File: src/ucpd_rx_pkg.sv
`default_nettype none

package ucpd_rx_pkg;

  // ------------------------------
  // widths and counts
  // ------------------------------

  // every cycle count, interval and threshold
  localparam int UI_W = 11;
  // averaging accumulator, 16 samples of up to two UI each
  localparam int UI_SUM_W = 20;

  // edges per averaging window
  localparam int AVG_LEN = 16;
  localparam int AVG_CNT_W = $clog2(AVG_LEN);

  // preamble edges before completion
  localparam int RX_PRE_EDGES = 192;
  localparam int PRE_CNT_W = $clog2(RX_PRE_EDGES);

  // one 4b5b symbol
  localparam int SYM_BITS = 5;
  localparam int SYM_CNT_W = $clog2(SYM_BITS);

  // ------------------------------
  // types
  // ------------------------------

  typedef logic [UI_W-1:0]     ui_cnt_t;
  typedef logic [UI_SUM_W-1:0] ui_sum_t;

  // phase of the external receive FSM
  typedef enum logic [1:0] {
    RX_IDLE,
    RX_PREAMBLE,
    RX_SOP,
    RX_DATA
  } rx_phase_e;

  // bit period trainer FSM
  typedef enum logic [1:0] {
    TR_MEASURE,
    TR_AVERAGE,
    TR_HOLD
  } train_state_e;

  // line filter setup
  typedef struct packed {
    logic filt_short;
    logic filt_bypass;
  } cc_cfg_t;

  // one filtered line transition
  typedef struct packed {
    logic    strobe;
    logic    level;
    ui_cnt_t interval;
  } cc_edge_t;

  // one decoded BMC bit
  typedef struct packed {
    logic valid;
    logic value;
    logic sym_last;
  } rx_bit_t;

endpackage

`default_nettype wire

File: src/cc_input_cond.sv
`timescale 1ns/10ps
`default_nettype none

module cc_input_cond (
  input  logic                  ucpd_clk,
  input  logic                  ic_rst_n,
  input  logic                  cc_in,
  input  ucpd_rx_pkg::cc_cfg_t  cfg,
  output ucpd_rx_pkg::cc_edge_t cc_edge
);
  import ucpd_rx_pkg::*;

  logic [1:0] sync_q;
  logic       cc_sync;
  logic [3:0] dly_q;
  logic [3:0] tap_mask;
  logic       filt_lvl;
  logic       lvl_q;
  logic       edge_det;
  ui_cnt_t    run_cnt;
  logic       run_max;

  // ------------------------------
  // synchronizer and glitch filter
  // ------------------------------

  // idle line is high, so sync stages come out of reset high
  always_ff @(posedge ucpd_clk or negedge ic_rst_n) begin
    if (!ic_rst_n) begin
      sync_q <= 2'b11;
    end else begin
      sync_q <= {sync_q[0], cc_in};
    end
  end

  assign cc_sync = sync_q[1];

  // delay line, newest sample in bit 0
  always_ff @(posedge ucpd_clk or negedge ic_rst_n) begin
    if (!ic_rst_n) begin
      dly_q <= 4'b1111;
    end else begin
      dly_q <= {dly_q[2:0], cc_sync};
    end
  end

  // two taps in short mode, three otherwise
  assign tap_mask = cfg.filt_short ? 4'b0011 : 4'b0111;

  // any high tap keeps the level high
  // so a low pulse shorter than the window never shows
  assign filt_lvl = cfg.filt_bypass ? cc_sync : |(dly_q & tap_mask);

  // ------------------------------
  // edge detect and run length
  // ------------------------------

  always_ff @(posedge ucpd_clk or negedge ic_rst_n) begin
    if (!ic_rst_n) begin
      lvl_q <= 1'b1;
    end else begin
      lvl_q <= filt_lvl;
    end
  end

  assign edge_det = filt_lvl ^ lvl_q;
  assign run_max  = &run_cnt;

  // cycles spent at the current level, held at max
  always_ff @(posedge ucpd_clk or negedge ic_rst_n) begin
    if (!ic_rst_n) begin
      run_cnt <= '0;
    end else if (edge_det) begin
      run_cnt <= ui_cnt_t'(1);
    end else if (!run_max) begin
      run_cnt <= run_cnt + ui_cnt_t'(1);
    end
  end

  // registered edge event
  // interval is the length of the level that just ended
  always_ff @(posedge ucpd_clk or negedge ic_rst_n) begin
    if (!ic_rst_n) begin
      cc_edge <= '{strobe: 1'b0, level: 1'b1, interval: '0};
    end else begin
      cc_edge.strobe   <= edge_det;
      cc_edge.level    <= filt_lvl;
      cc_edge.interval <= run_cnt;
    end
  end

  // between edges the run only grows
  // a rollover would show up as a drop to a short count
  run_saturates: assert property (
    @(posedge ucpd_clk) disable iff (!ic_rst_n)
    !edge_det |=> (run_cnt >= $past(run_cnt))
  );

endmodule

`default_nettype wire

File: src/ui_trainer.sv
`timescale 1ns/10ps
`default_nettype none

module ui_trainer (
  input  logic                   ucpd_clk,
  input  logic                   ic_rst_n,
  input  ucpd_rx_pkg::rx_phase_e rx_phase,
  input  logic                   phy_rx_en,
  input  ucpd_rx_pkg::cc_edge_t  cc_edge,
  output ucpd_rx_pkg::ui_cnt_t   ui_thresh,
  output logic                   rx_pre_cmplt
);
  import ucpd_rx_pkg::*;

  train_state_e         tr_state;
  logic [1:0]           meas_cnt;
  ui_cnt_t              iv_a;
  ui_cnt_t              iv_b;
  ui_cnt_t              period_q;
  ui_sum_t              sum_q;
  logic [AVG_CNT_W-1:0] avg_cnt;
  logic [PRE_CNT_W-1:0] pre_cnt;
  logic                 pre_edge;
  logic                 pre_last;
  logic                 trn_edge;
  logic                 meas_edge;
  logic                 avg_edge;
  logic                 a_big;
  logic                 c_big;
  logic                 align;
  logic                 win_end;
  ui_sum_t              trio_sum;
  ui_cnt_t              trio_period;
  ui_cnt_t              long_min;
  ui_sum_t              edge_est;
  ui_sum_t              win_sum;

  // edges seen while waiting for or inside the preamble
  assign pre_edge = cc_edge.strobe & phy_rx_en &
                    ((rx_phase == RX_IDLE) | (rx_phase == RX_PREAMBLE));
  // training uses preamble edges only
  assign trn_edge  = pre_edge & (rx_phase == RX_PREAMBLE);
  assign meas_edge = trn_edge & (tr_state == TR_MEASURE);
  assign avg_edge  = trn_edge & (tr_state == TR_AVERAGE);

  // ------------------------------
  // phase alignment
  // ------------------------------

  // iv_a, iv_b held, the incoming interval is c
  assign a_big = (iv_a > iv_b) && (iv_a > cc_edge.interval);
  assign c_big = (cc_edge.interval > iv_a) && (cc_edge.interval > iv_b);

  // full UI at either end of the three means a bit boundary lines up
  // long one in the middle means a half bit was lost, slide on
  assign align = meas_edge && (meas_cnt == 2'd3) && (a_big || c_big);

  // one UI plus two half UI, so the bit period is half the sum
  assign trio_sum    = ui_sum_t'(iv_a) + ui_sum_t'(iv_b) + ui_sum_t'(cc_edge.interval);
  assign trio_period = ui_cnt_t'(trio_sum >> 1);

  // ------------------------------
  // window averaging
  // ------------------------------

  // short intervals are half bits, count them twice
  assign long_min = period_q - (period_q >> 2);
  assign edge_est = (cc_edge.interval >= long_min) ?
                    ui_sum_t'(cc_edge.interval) :
                    ui_sum_t'(cc_edge.interval) << 1;

  assign win_sum = sum_q + edge_est;
  assign win_end = avg_edge && (avg_cnt == AVG_CNT_W'(AVG_LEN - 1));

  // interval history and the current period estimate
  always_ff @(posedge ucpd_clk) begin
    if (meas_edge) begin
      iv_a <= iv_b;
      iv_b <= cc_edge.interval;
    end
    if (align) begin
      period_q <= trio_period;
    end else if (win_end) begin
      period_q <= ui_cnt_t'(win_sum >> AVG_CNT_W);
    end
  end

  always_ff @(posedge ucpd_clk or negedge ic_rst_n) begin
    if (!ic_rst_n) begin
      tr_state  <= TR_MEASURE;
      meas_cnt  <= '0;
      sum_q     <= '0;
      avg_cnt   <= '0;
      ui_thresh <= '0;
    end else if (rx_phase == RX_IDLE) begin
      tr_state  <= TR_MEASURE;
      meas_cnt  <= '0;
      sum_q     <= '0;
      avg_cnt   <= '0;
      ui_thresh <= '0;
    end else begin
      case (tr_state)
        TR_MEASURE: begin
          if (rx_phase != RX_PREAMBLE) begin
            tr_state <= TR_HOLD;
          end else if (meas_edge) begin
            // first edge closes the idle run, not a bit
            if (meas_cnt != 2'd3) begin
              meas_cnt <= meas_cnt + 2'd1;
            end else if (align) begin
              // aligned trio is the first sample of the window
              sum_q    <= ui_sum_t'(trio_period);
              avg_cnt  <= AVG_CNT_W'(1);
              tr_state <= TR_AVERAGE;
            end
          end
        end
        TR_AVERAGE: begin
          if (rx_phase != RX_PREAMBLE) begin
            tr_state <= TR_HOLD;
          end else if (win_end) begin
            // 3/4 of sum/16
            ui_thresh <= ui_cnt_t'((win_sum + (win_sum << 1)) >> (AVG_CNT_W + 2));
            sum_q     <= '0;
            avg_cnt   <= '0;
          end else if (avg_edge) begin
            sum_q   <= win_sum;
            avg_cnt <= avg_cnt + AVG_CNT_W'(1);
          end
        end
        // threshold frozen until idle
        default: tr_state <= TR_HOLD;
      endcase
    end
  end

  // ------------------------------
  // preamble edge count
  // ------------------------------

  assign pre_last = pre_edge && (pre_cnt == PRE_CNT_W'(RX_PRE_EDGES - 1));

  always_ff @(posedge ucpd_clk or negedge ic_rst_n) begin
    if (!ic_rst_n) begin
      pre_cnt      <= '0;
      rx_pre_cmplt <= 1'b0;
    end else begin
      rx_pre_cmplt <= pre_last;
      if (pre_last || (rx_phase == RX_SOP) || (rx_phase == RX_DATA)) begin
        pre_cnt <= '0;
      end else if (pre_edge) begin
        pre_cnt <= pre_cnt + PRE_CNT_W'(1);
      end
    end
  end

  // count restarts after the pulse, so it can not repeat back to back
  pre_cmplt_single: assert property (
    @(posedge ucpd_clk) disable iff (!ic_rst_n)
    rx_pre_cmplt |=> !rx_pre_cmplt
  );

endmodule

`default_nettype wire

File: src/bmc_decoder.sv
`timescale 1ns/10ps
`default_nettype none

module bmc_decoder (
  input  logic                   ucpd_clk,
  input  logic                   ic_rst_n,
  input  ucpd_rx_pkg::rx_phase_e rx_phase,
  input  ucpd_rx_pkg::cc_edge_t  cc_edge,
  input  ucpd_rx_pkg::ui_cnt_t   ui_thresh,
  output ucpd_rx_pkg::rx_bit_t   rx_bit
);
  import ucpd_rx_pkg::*;

  logic                 dec_en;
  logic                 long_iv;
  logic                 half_q;
  logic                 bit_done;
  logic                 bit_emit;
  logic                 sym_end;
  logic [SYM_CNT_W-1:0] sym_cnt;

  // ------------------------------
  // interval classification
  // ------------------------------

  // bits leave the decoder only past the preamble
  assign dec_en = (rx_phase == RX_SOP) || (rx_phase == RX_DATA);

  // full UI ends a 0, a half UI pair ends a 1
  assign long_iv  = cc_edge.interval >= ui_thresh;
  assign bit_done = cc_edge.strobe & (long_iv | half_q);
  assign bit_emit = bit_done & dec_en;

  // set by the first half of a 1
  // cleared by its second half or by any full UI
  always_ff @(posedge ucpd_clk or negedge ic_rst_n) begin
    if (!ic_rst_n) begin
      half_q <= 1'b0;
    end else if (rx_phase == RX_IDLE) begin
      half_q <= 1'b0;
    end else if (cc_edge.strobe) begin
      half_q <= !long_iv && !half_q;
    end
  end

  // ------------------------------
  // symbol framing
  // ------------------------------

  assign sym_end = sym_cnt == SYM_CNT_W'(SYM_BITS - 1);

  // position inside the 5-bit symbol, counted from SOP entry
  always_ff @(posedge ucpd_clk or negedge ic_rst_n) begin
    if (!ic_rst_n) begin
      sym_cnt <= '0;
    end else if (!dec_en) begin
      sym_cnt <= '0;
    end else if (bit_emit) begin
      sym_cnt <= sym_end ? '0 : sym_cnt + SYM_CNT_W'(1);
    end
  end

  // one cycle strobe after the closing edge
  always_ff @(posedge ucpd_clk or negedge ic_rst_n) begin
    if (!ic_rst_n) begin
      rx_bit <= '0;
    end else begin
      rx_bit.valid    <= bit_emit;
      rx_bit.value    <= !long_iv;
      rx_bit.sym_last <= bit_emit & sym_end;
    end
  end

  // decoding needs a trained threshold from the preamble
  thresh_trained: assert property (
    @(posedge ucpd_clk) disable iff (!ic_rst_n)
    rx_bit.valid |-> (ui_thresh != '0)
  );

endmodule

`default_nettype wire

File: src/ucpd_bmc_rx.sv
`timescale 1ns/10ps
`default_nettype none

module ucpd_bmc_rx (
  input  logic                   ucpd_clk,
  input  logic                   ic_rst_n,
  input  logic                   cc_in,
  input  ucpd_rx_pkg::cc_cfg_t   cc_cfg,
  input  ucpd_rx_pkg::rx_phase_e rx_phase,
  input  logic                   phy_rx_en,
  output ucpd_rx_pkg::ui_cnt_t   ui_thresh,
  output ucpd_rx_pkg::rx_bit_t   rx_bit,
  output logic                   rx_pre_cmplt
);
  import ucpd_rx_pkg::*;

  // filtered edge events, shared by trainer and decoder
  cc_edge_t cc_edge;

  // ------------------------------
  // line conditioning
  // ------------------------------

  cc_input_cond u_cc_input_cond (
    .ucpd_clk (ucpd_clk),
    .ic_rst_n (ic_rst_n),
    .cc_in    (cc_in),
    .cfg      (cc_cfg),
    .cc_edge  (cc_edge)
  );

  // ------------------------------
  // bit period training
  // ------------------------------

  ui_trainer u_ui_trainer (
    .ucpd_clk     (ucpd_clk),
    .ic_rst_n     (ic_rst_n),
    .rx_phase     (rx_phase),
    .phy_rx_en    (phy_rx_en),
    .cc_edge      (cc_edge),
    .ui_thresh    (ui_thresh),
    .rx_pre_cmplt (rx_pre_cmplt)
  );

  // threshold also goes out for status
  bmc_decoder u_bmc_decoder (
    .ucpd_clk  (ucpd_clk),
    .ic_rst_n  (ic_rst_n),
    .rx_phase  (rx_phase),
    .cc_edge   (cc_edge),
    .ui_thresh (ui_thresh),
    .rx_bit    (rx_bit)
  );

endmodule

`default_nettype wire

File: config.mk
export PLATFORM = sky130hd
export DESIGN_NAME = ucpd_bmc_rx
export DESIGN_NICKNAME = d
export VERILOG_FILES = /design/src/ucpd_rx_pkg.sv /design/src/cc_input_cond.sv /design/src/ui_trainer.sv /design/src/bmc_decoder.sv /design/src/ucpd_bmc_rx.sv
export SDC_FILE = /design/constraint.sdc
export NUM_CORES = 1
export LEC_CHECK = 0
export ABC_AREA = 1
export BUFFER_PORTS_ARGS = -buffer_cell sky130_fd_sc_hd__buf_2
export CAP_MARGIN = 0
export CORE_MARGIN = 5
export CORE_UTILIZATION = 40
export DETAILED_ROUTE_END_ITERATION = 12
export REMOVE_ABC_BUFFERS = 1
export SYNTH_ARGS = -nofsm -noshare
export SYNTH_HDL_FRONTEND = slang
export SYNTH_SLANG_ARGS = --single-unit
File: constraint.sdc
create_clock -name ucpd_clk -period 7.5 [get_ports ucpd_clk]
set_input_delay 0.75 -clock ucpd_clk [delete_from_list [all_inputs] [get_ports ucpd_clk]]
set_output_delay 0.75 -clock ucpd_clk [all_outputs]
set_load 0.02 [all_outputs]
## Yosys cells after proc, flatten, opt, wreduce, memory -nomap -nowiden

Cells that the tools add are included.

| operators by class | value |
|---|---|
| add/sub/neg operators | 10 |
| $lt $le $gt $ge | 6 |
| equal/unequal tests | 23 |
| mux-type cells | 48 |
| bitwise operators | 12 |
| reduce and logical (&&, ||, !) cells | 30 |

Operator list:

| cell | number |
|---|---|
| $mux 20 | 8 |
| $mux 11 | 8 |
| $gt 11x11->1 | 4 |
| $pmux 20 s2 | 1 |
| $mux 4 | 8 |
| $ge 11x11->1 | 2 |
| $mux 2 | 11 |
| $add 20x12->20 | 1 |
| $add 17x17->17 | 1 |
| $mux 8 | 2 |
| $reduce_bool 2->1 | 8 |
| $add 11x11->12 | 1 |
| $add 12x11->12 | 1 |
| $mux 12 | 1 |
| $mux 3 | 4 |
| $ne 3x2->1 const B | 4 |
| $add 11x1->11 const B | 1 |
| $reduce_and 11->1 | 1 |
| $sub 11x9->11 | 1 |
| $add 8x1->8 const B | 1 |
| $and 1x1->1 | 8 |
| $eq 8x8->1 const B | 1 |
| $ne 4x2->1 const B | 2 |
| $pmux 4 s2 | 1 |
| other kinds (26) | 48 |

| word-level totals | value |
|---|---|
| bits in registers | 118 |
| input bits | 8 |
| logic and storage cells | 150 |

## Logic depth before layout (Yosys ltp)

Gate-level depths: netlist of the first run.

| logic depth | value |
|---|---|
| word-level depth | 13 |
| mapped depth | 40 |

## By module

A second synthesis of the first run with hierarchy kept.

| second synthesis, totals | value |
|---|---|
| cell total of the unflattened synthesis | 1,095 |
| area, all modules | 8,793.4 µm² |

Modules (own cells, without submodules):

| module | instances | cells an instance | area each (µm²) |
|---|---|---|---|
| ui_trainer | 1 | 889 | 6,969.2 |
| cc_input_cond | 1 | 117 | 1,161.1 |
| bmc_decoder | 1 | 89 | 663.1 |

## Least setup slack after synthesis of the first run

OpenSTA, ideal clock, no wires.

| timing path | value |
|---|---|
| path type | flip-flop to flip-flop |
| start | register u_ui_trainer.period_q[2] |
| end | register u_ui_trainer.ui_thresh[10] |
| setup time | 117 ps |
| data arrival time | 5,252 ps |
| required time | 7,383 ps |
| setup slack | 2,131 ps |
| cell stages (with the launch flop) | 38 |
| path through | edfxtp_1 -> ha_1 -> fa_1 -> nor4_1 -> nor2_1 -> nor2_1 -> o21ai_0 -> nand2_1 -> nand2_1 -> nand2_1 -> xor2_1 -> ha_1 -> a21oi_1 -> o21ai_0 -> a21oi_1 -> nand3_1 -> clkbuf_1 -> nand2_1 -> [... 2 more ...] -> nand2_1 -> nand2_1 -> and2_1 -> a31o_2 -> xnor2_1 -> inv_1 -> ha_1 -> nand2_1 -> o21a_1 -> nand2_1 -> and2_1 -> nand3_1 -> nand2_1 -> nand2_1 -> nand2_1 -> nand2_1 -> nand3_1 -> nand2_1 |

| on the way | value |
|---|---|
| cells in the longest elaborated chain, start to end | 9 |

RTL lines:

| element | line | source |
|---|---|---|
| from (decl) | ui_trainer.sv:19 | `ui_cnt_t period_q;` |
| from (signal assigned) | ui_trainer.sv:82 | `period_q <= trio_period;` |
| from (signal assigned) | ui_trainer.sv:84 | `period_q <= ui_cnt_t'(win_sum >> AVG_CNT_W);` |
| $sub 11x9->11 | ui_trainer.sv:67 | `assign long_min = period_q - (period_q >> 2);` |
| $ge 11x11->1 | ui_trainer.sv:68 | `assign edge_est = (cc_edge.interval >= long_min) ?` |
| $mux 12 | ui_trainer.sv:68 |  |
| $add 20x12->20 | ui_trainer.sv:72 | `assign win_sum = sum_q + edge_est;` |
| $add 17x17->17 | ui_trainer.sv:123 | `ui_thresh <= ui_cnt_t'((win_sum + (win_sum << 1)) >> (AVG_CNT_W + 2));` |
| $mux 11 | ui_trainer.sv:121 | `end else if (win_end) begin` |
| $mux 11 | ui_trainer.sv:119 | `if (rx_phase != RX_PREAMBLE) begin` |
| $mux 11 | ui_trainer.sv:102 | `case (tr_state)` |
| $mux 11 | ui_trainer.sv:95 | `end else if (rx_phase == RX_IDLE) begin` |
| to (signal assigned) | ui_trainer.sv:123 |  |
| to (decl) | ui_trainer.sv:10 | `output ucpd_rx_pkg::ui_cnt_t ui_thresh,` |

No other way between the ends. The select of a mux whose other input is x is not followed.
A chain may end at the register's enable or synchronous reset.

## Worst setup path in the final report of the first run

| timing path | value |
|---|---|
| start | register u_ui_trainer.period_q[4] |
| end | register u_ui_trainer.ui_thresh[10] |

The elaborated chain is that of the path after synthesis.

==> impl_summary.txt, run 1 <==
----------------------------------------------------
[Cells and area]
  Antenna fix cells ... 0
  Fraction of final layout cells sized beyond drive strength 1 ... 9.02%
  Util after Layout ... 45.4%
  Number of nets in the layout ... 1202
  Layout overhead on the synthesized area ... 11.7%
  Post-route non-filler standard cell count ... 1361

[Synth]
  Area of the mapped netlist ... 0.00854 mm2
  Largest cells by area after synthesis ... sky130_fd_sc_hd__dfrtp_1, sky130_fd_sc_hd__ha_1, sky130_fd_sc_hd__edfxtp_1
  Synth cell count leaders ... sky130_fd_sc_hd__nand2_1, sky130_fd_sc_hd__inv_1, sky130_fd_sc_hd__ha_1
  Count of mapped cells out of synthesis ... 1039
  Number of flip-flops and latches in the synthesized netlist ... 114
  Asr flop ratio synth ... 71.1%
  Netlist cell types ... 53
  Total of warnings raised by yosys ... 0
  Most numerous cell in the Yosys netlist ... sky130_fd_sc_hd__nand2_1
  Number of flops mapped to enable cells by yosys ... 33
  Synth top area share ... 22.0%
  Largest area contributor in the synthesized netlist ... sky130_fd_sc_hd__dfrtp_1
  Leading register cell type out of synthesis ... sky130_fd_sc_hd__dfrtp_1
  Mean area per synthesized cell ... 8.22 um2
  Share of the yosys chip area belonging to registers ... 35.4%

[Setup path]
  Largest fanout on the critical path ... 13
  Cell repeated most along the worst path ... sky130_fd_sc_hd__nand2_1
  Startpoint type of the worst setup path ... flip-flop
  Crit. End Element ... flip-flop
  Critical path type ... flip-flop to flip-flop
  R2r startpoint ... u_ui_trainer.period_q[4]$_DFFE_PP_
  Crit path largest cell delay ... 0.39 ns
  Arrival time of the worst setup path ... 6.73 ns
  Cell type of the slowest stage on the worst timing path ... sky130_fd_sc_hd__ha_1
  Worst EP required ... 7.81 ns
  Launching instance or port of the critical path ... u_ui_trainer.period_q[4]$_DFFE_PP_

[Min path]
  Worst hold path class ... flip-flop to flip-flop
  Worst hold path startpoint ... u_cc_input_cond.sync_q[0]$_DFF_PN1_

[Placed design]
  Cells after DPL ... 1329
  IO Port Bufs ... 22
  Post-DP HPWL ... 16200 um
  RD Place Congestion ... 0.888

[STA]
  Final worst path period need ... 6.42 ns
  Post-route setup TNS ... 0 ns
  Post-route fraction of the period consumed by the critical path ... 85.6%
  Final number of hold-violating endpoints ... 0
  Slew at the pin closest to its max-slew limit ... 1.02 ns
  Max-Slew Margin vs Limit ... 32.3%
  Final clock skew ... 0.0105 ns
  Setup repair after global routing missed its margin ... no
  Worst hold margin ... 0.357 ns
  Max frequency ... 0.156 GHz
  Final count of negative-setup-slack endpoints ... 0
  Slew Limit Fails ... 0

[Pwr]
  Switching power of the nets ... 851 uW
  Power Dens Cells ... 238 mW/mm2
  Share of total power in the clock network ... 36.1%
  Share of total power consumed by net switching ... 37.5%
  Part of the power in registers ... 32.6%
  Static leakage ... 4.79 nW
  Max VDD drop ... 0.155 mV
  Int Pwr ... 1.42 mW
  Relative contribution of combinational cells to total power ... 31.2%

[CTS]
  Cts bufs inserted ... 17
  Count of buffers added by post-CTS timing repair for setup ... 0
  Maximum number of buffers from clock root to sink ... 2
  CTS clock-pin slew for the worst setup and hold paths ... 0.06 ns
  Post-cts repair resize count ... 0
  Maximum level of the CTS H-tree ... 4
  Clock tree sinks ... 114
  Clock tree root buffer cell ... sky130_fd_sc_hd__clkbuf_16
  Clock latency at the later pin of the worst-skew pair ... 0.43 ns
  Hold-fix buffers at CTS ... 0
  Clock tree from TritonCTS ... yes

[Die]
  Number of rows in the core area ... 53
  Placeable core region ... 0.0210 mm2
  Initial cell density of the core ... 40.6%
  Die area ... 0.0244 mm2
  Width of the die ... 156 um
  IO Count ... 23
  Die Height ... 156 um

[Route]
  Total routed wirelength ... 21200 um
  Antenna violation net count after detailed routing ... 0
  Total number of vias ... 6982
  First-pass DRT Iterations ... 5
  Number of DRC violations after detailed-routing iteration 0 ... 482
  DR vias/cell ... 5.13
  Remaining routing DRC violations ... 0
  Post-detailed-route wirelength per cell ... 15.6 um

[Global route]
  GRT Total Usage ... 18.0%
  First-pass GRT wire length ... 34900 um
  Number of antenna violations at the first check in global routing ... 0
  Largest net degree at the start of global routing ... 82
  Vias in the first global route ... 6757
  Total global routing overflow ... 0

[Run status]
  Run status ... completed

[Run]
  Reported max-cap violation count ... 0

----------------------------------------------------
worst paths after layout:
kind,endpoint,slack (ns),cells after the start
worst max-delay path,u_ui_trainer.ui_thresh[10]$_DFFE_PN0P_,1.08,37
worst min-delay path,u_cc_input_cond.sync_q[1]$_DFF_PN1_,0.36,0
worst max register to register,u_ui_trainer.ui_thresh[10]$_DFFE_PN0P_,1.08,37
worst min register to register,u_cc_input_cond.sync_q[1]$_DFF_PN1_,0.36,0
max in group asynchronous,u_ui_trainer.sum_q[3]$_DFFE_PN0P_,6.34,1
min in group asynchronous,u_ui_trainer.pre_cnt[3]$_DFFE_PN0P_,0.48,1
layer usage:
metal  wire (um)  GRT usage [%]
met5           0              0
met2        9680           28.9
met4         293           4.13
met3         796           3.50
met1       10500           25.4
layout by cell type, fill, tap and decap left out, types with 6 or more instances in the layout:
master | synthesis | final
sky130_fd_sc_hd__a211oi_1 | 6 | 6
sky130_fd_sc_hd__xor2_1 | 25 | 25
sky130_fd_sc_hd__o21a_1 | 6 | 6
sky130_fd_sc_hd__edfxtp_1 | 33 | 33
sky130_fd_sc_hd__dfrtp_1 | 75 | 75
sky130_fd_sc_hd__dfstp_2 | 6 | 6
sky130_fd_sc_hd__fa_1 | 13 | 13
sky130_fd_sc_hd__nor3_1 | 11 | 11
sky130_fd_sc_hd__clkbuf_16 | 0 | 17
sky130_fd_sc_hd__inv_2 | 6 | 6
sky130_fd_sc_hd__nand2_2 | 8 | 8
sky130_fd_sc_hd__a21oi_1 | 69 | 69
sky130_fd_sc_hd__o21ai_0 | 69 | 69
sky130_fd_sc_hd__nand3b_1 | 6 | 6
sky130_fd_sc_hd__nand4_1 | 23 | 23
sky130_fd_sc_hd__inv_6 | 0 | 6
sky130_fd_sc_hd__nand3_1 | 61 | 61
sky130_fd_sc_hd__nand2_1 | 247 | 247
sky130_fd_sc_hd__xnor2_1 | 11 | 11
sky130_fd_sc_hd__nor2_1 | 62 | 61
sky130_fd_sc_hd__buf_2 | 2 | 21
sky130_fd_sc_hd__ha_1 | 108 | 108
sky130_fd_sc_hd__inv_1 | 126 | 126
sequential cells by signal, summed over array words and instances, names as in the netlist:
register	count
u_ui_trainer.period_q	11
u_ui_trainer.iv_b	11
u_ui_trainer.meas_cnt	2
u_cc_input_cond.lvl_q	1
u_ui_trainer.rx_pre_cmplt	1
u_cc_input_cond.cc_edge	12
u_cc_input_cond.sync_q	2
u_ui_trainer.pre_cnt	8
u_cc_input_cond.dly_q	3
u_ui_trainer.iv_a	11
u_bmc_decoder.sym_cnt	3
u_ui_trainer.avg_cnt	4
u_bmc_decoder.rx_bit	3
u_ui_trainer.ui_thresh	11
u_ui_trainer.tr_state	2
u_bmc_decoder.half_q	1
u_ui_trainer.sum_q	17
u_cc_input_cond.run_cnt	11
stage by stage:
stage          area [um2]  total power, mW  setup slack, ns
2_1_floorplan        8470             1.26             1.97
3_3_place_gp         8950             1.45             1.28
3_5_place_dp         8950             1.46             1.20
4_1_cts              9530             2.29             1.17
5_1_grt              9530             2.42            0.598
6_report             9530             2.27             1.08
worst max-delay path, delay by kind of cell (launching register included):
kind | cells | cell delay [ns]
buffers and inverters | 3 | 0.50
XOR/XNOR | 2 | 0.36
AO/OA/AOI/OAI | 7 | 1.32
flip-flops | 1 | 0.37
AND/OR/NAND/NOR | 21 | 2.41
adder cells (fa/ha/maj) | 4 | 1.32
cell families (layout without fill, tap and decap cells):
logic type / after synthesis / in the layout / synth area share (%)
adder cells (fa/ha/maj): 121 / 121 / 18.9
multiplexers: 1 / 1 / 0.117
XOR/XNOR: 37 / 37 / 3.88
flip-flops: 114 / 114 / 35.4
AND/OR/NAND/NOR: 443 / 443 / 23.4
AO/OA/AOI/OAI: 180 / 180 / 11.7
buffers and inverters: 143 / 190 / 6.65
power by group through the flow:
stage	clock [mW]	sequential, mW	combinational, mW
final	0.821	0.741	0.709
after global routing	0.867	0.748	0.809
after CTS	0.835	0.742	0.711
after detailed placement	0	0.753	0.707
after global placement	0	0.753	0.701
after floorplan	0	0.742	0.514
area by class of cell:
| class | count | area, um2 |
|---|---|---|
| timing repair buffer | 24 | 128 |
| clock buffer | 17 | 425 |
| inverter | 134 | 504 |
| tap | 275 | 344 |
| sequential | 114 | 3030 |
| fill | 2027 | 11500 |
| clock inverter | 15 | 161 |
| multi-input combinational | 782 | 4950 |
No activity file was read; power rests on OpenSTA's default activity.
==> run 2, diff against run 1 <==
- RECOVER_POWER: unset -> 50
==> run 2 against run 1 <==
Compared with the run above:
- the run now ends with max-capacitance violations, max-slew violations left
- non-clock buffer count stayed put
- final cell count stayed put
- critical path type unchanged
- via count is 0.26% higher
- largest power group unchanged
- clock power hardly changed
- fmax is 0.28% lower
- clock skew hardly changed
- count of clock-buffer cells in the layout stayed put
- worst hold slack better by 0.0053 ns
- sequential cell count stayed put
- sequential share of layout area hardly changed
- final area hardly changed
==> impl_summary.txt, run 2 (synthesized netlist as in run 1, its figures left out) <==
----------------------------------------------------
[Global route]
  Total global routing overflow ... 0 (unchanged)
  Largest net degree at the start of global routing ... 82 (unchanged)
  GRT Total Usage ... 18.0% (unchanged)
  First-pass GRT wire length ... 34900 um (unchanged)
  Number of antenna violations at the first check in global routing ... 0 (unchanged)
  Vias in the first global route ... 6757 (unchanged)

[Cells and area]
  Commonest non-fill, non-tap cell in the layout ... sky130_fd_sc_hd__nand2_1
  Fill cell instance count of the final layout ... 2027 (unchanged)
  Area taken by flip-flops and latches ... 0.00303 mm2 (unchanged)
  Footprint of the multi-input gates ... 0.00495 mm2 (unchanged)
  Layout overhead on the synthesized area ... 11.6% (about the same)
  Number of nets in the layout ... 1202 (unchanged)
  Commonest cells after routing, fill and taps aside ... sky130_fd_sc_hd__nand2_1, sky130_fd_sc_hd__inv_1, sky130_fd_sc_hd__ha_1, sky130_fd_sc_hd__dfrtp_1, sky130_fd_sc_hd__o21ai_0
  Antenna fix cells ... 0 (unchanged)
  Util after Layout ... 45.3% (about the same)
  Largest register FFs ... 17 (unchanged)
  Fraction of final layout cells sized beyond drive strength 1 ... 8.66% (-0.37 points)
  Biggest register ... u_ui_trainer.sum_q
  Regs by FF count ... u_ui_trainer.sum_q x17, u_cc_input_cond.cc_edge x12
  Post-route cell area ... 0.00953 mm2 (about the same)

[STA]
  Final worst path period need ... 6.44 ns (+0.0182 ns)
  Max frequency ... 0.155 GHz (-0.28%)
  Final number of hold-violating endpoints ... 0 (unchanged)
  Post-route setup TNS ... 0 ns (unchanged)
  Slew Limit Fails ... 82 (+82)
  Final clock skew ... 0.0101 ns (-0.000366 ns)
  Slew at the pin closest to its max-slew limit ... 4.31 ns (+3.30 ns)
  Setup repair after global routing missed its margin ... no
  Post-route fraction of the period consumed by the critical path ... 85.9% (+0.24 points)
  Max-Slew Margin vs Limit ... -188% (-220 points)
  Final count of negative-setup-slack endpoints ... 0 (unchanged)

[Route]
  First-pass DRT Iterations ... 5 (unchanged)
  Number of DRC violations after detailed-routing iteration 0 ... 446 (-7.5%)
  DR vias/cell ... 5.14 (+0.26%)
  Remaining routing DRC violations ... 0 (unchanged)
  Antenna violation net count after detailed routing ... 0 (unchanged)
  Post-detailed-route wirelength per cell ... 15.6 um (+0.31%)
  Total routed wirelength ... 21300 um (+0.31%)
  Total number of vias ... 7000 (+0.26%)

[Setup path]
  Cells on worst reg2reg path ... 38 (+2.7%)
  R2r startpoint ... u_ui_trainer.period_q[4]$_DFFE_PP_
  End point of the critical path ... u_ui_trainer.ui_thresh[10]$_DFFE_PN0P_
  Launching instance or port of the critical path ... u_ui_trainer.period_q[4]$_DFFE_PP_
  Crit path largest cell delay ... 0.39 ns (about the same)
  Startpoint type of the worst setup path ... flip-flop
  Worst EP required ... 7.81 ns (about the same)
  Largest fanout on the critical path ... 13 (unchanged)
  Flop-to-flop setup slack ... 1.06 ns (-0.02 ns)
  Endpoint of the lowest-slack register-to-register path ... u_ui_trainer.ui_thresh[10]$_DFFE_PN0P_
  Critical path type ... flip-flop to flip-flop
  Cell repeated most along the worst path ... sky130_fd_sc_hd__nand2_1
  Arrival time of the worst setup path ... 6.75 ns (+0.02 ns)
  Cell type of the slowest stage on the worst timing path ... sky130_fd_sc_hd__ha_1
  Crit. End Element ... flip-flop

[Placed design]
  RD Place Congestion ... 0.888 (unchanged)
  IO Port Bufs ... 22 (unchanged)
  Post-DP HPWL ... 16200 um (unchanged)
  Post-detailed-placement cell area ... 0.00895 mm2 (unchanged)

[Min path]
  Worst hold path class ... flip-flop to flip-flop

[CTS]
  Clock tree sinks ... 114 (unchanged)
  CTS clock-pin slew for the worst setup and hold paths ... 0.06 ns (about the same)
  Maximum number of buffers from clock root to sink ... 2 (unchanged)
  Clock latency at the later pin of the worst-skew pair ... 0.42 ns (about the same)
  Clock tree from TritonCTS ... yes
  Count of buffers added by post-CTS timing repair for setup ... 0 (unchanged)
  Maximum level of the CTS H-tree ... 4 (unchanged)
  Post-cts repair resize count ... 0 (unchanged)
  Clock tree root buffer cell ... sky130_fd_sc_hd__clkbuf_16
  Cts bufs inserted ... 17 (unchanged)
  Hold-fix buffers at CTS ... 0 (unchanged)

[Run status]
  Violated checks ... max-capacitance violations, max-slew violations
  Run status ... complete, but fails checks

[Die]
  Width of the die ... 156 um (unchanged)
  Die Height ... 156 um (unchanged)
  Number of rows in the core area ... 53 (unchanged)
  Placeable core region ... 0.0210 mm2 (unchanged)
  IO Count ... 23 (unchanged)
  Initial cell density of the core ... 40.6% (unchanged)
  Die area ... 0.0244 mm2 (unchanged)

[Pwr]
  Static leakage ... 4.78 nW (-0.18%)
  Max VDD drop ... 0.155 mV (about the same)
  Power Dens Cells ... 239 mW/mm2 (+0.15%)

[Run]
  Reported max-cap violation count ... 1 (+1)

----------------------------------------------------
==> run 2: worst min-delay path by stage <==
stage | from | slack, ns | end | depth (start not counted)
after floorplan | u_cc_input_cond.sync_q[0]$_DFF_PN1_ | 0.35 | u_cc_input_cond.sync_q[1]$_DFF_PN1_ | 0
after global placement | u_cc_input_cond.sync_q[0]$_DFF_PN1_ | 0.35 | u_cc_input_cond.sync_q[1]$_DFF_PN1_ | 0
after detailed placement | u_cc_input_cond.sync_q[0]$_DFF_PN1_ | 0.35 | u_cc_input_cond.sync_q[1]$_DFF_PN1_ | 0
after CTS | u_cc_input_cond.sync_q[0]$_DFF_PN1_ | 0.36 | u_cc_input_cond.sync_q[1]$_DFF_PN1_ | 0
after global routing | u_cc_input_cond.sync_q[0]$_DFF_PN1_ | 0.37 | u_cc_input_cond.sync_q[1]$_DFF_PN1_ | 0
final | u_cc_input_cond.sync_q[0]$_DFF_PN1_ | 0.36 | u_cc_input_cond.sync_q[1]$_DFF_PN1_ | 0
==> run 2: final cells by class <==
cell class | instances | share of cell area (%)
Tap cell | 275 | 3.61
Timing Repair Buffer | 24 | 1.26
Sequential cell | 114 | 31.8
Multi-Input combinational cell | 782 | 51.9
Clock buffer | 17 | 4.47
Clock inverter | 15 | 1.69
Inverter | 134 | 5.29
==> run 2: power breakdown <==
group,internal [mW],total [mW],switching [mW]
registers,0.693,0.741,0.0483
logic,0.252,0.710,0.458
clock network,0.473,0.822,0.349
==> run 2: per-layer routing <==
layer / wire length (um) / global-route usage [%] / vias to the layer above
met1: 10400 / 25.4 / 3256
met3: 920 / 3.50 / 17
li1: - / - / 3579
met2: 9670 / 28.9 / 148
met4: 306 / 4.13 / 0
met5: 0 / 0 / -
==> run 2: stage by stage <==
step	power (mW)	hold slack [ns]	std cells	worst slack, ns
2_1_floorplan	1.26	0.345	1030	1.97
3_3_place_gp	1.45	0.348	1329	1.28
3_5_place_dp	1.46	0.348	1329	1.20
4_1_cts	2.29	0.358	1361	1.17
5_1_grt	2.42	0.370	1361	0.589
6_report	2.27	0.363	1361	1.06
==> run 2: critical path: cells and delay by family (launching register included) <==
family | cells | cell delay [ns]
flip-flops | 1 | 0.38
AO/OA/AOI/OAI | 7 | 1.18
buffers and inverters | 3 | 0.51
AND/OR/NAND/NOR | 22 | 2.51
adder cells (fa/ha/maj) | 4 | 1.36
XOR/XNOR | 2 | 0.36
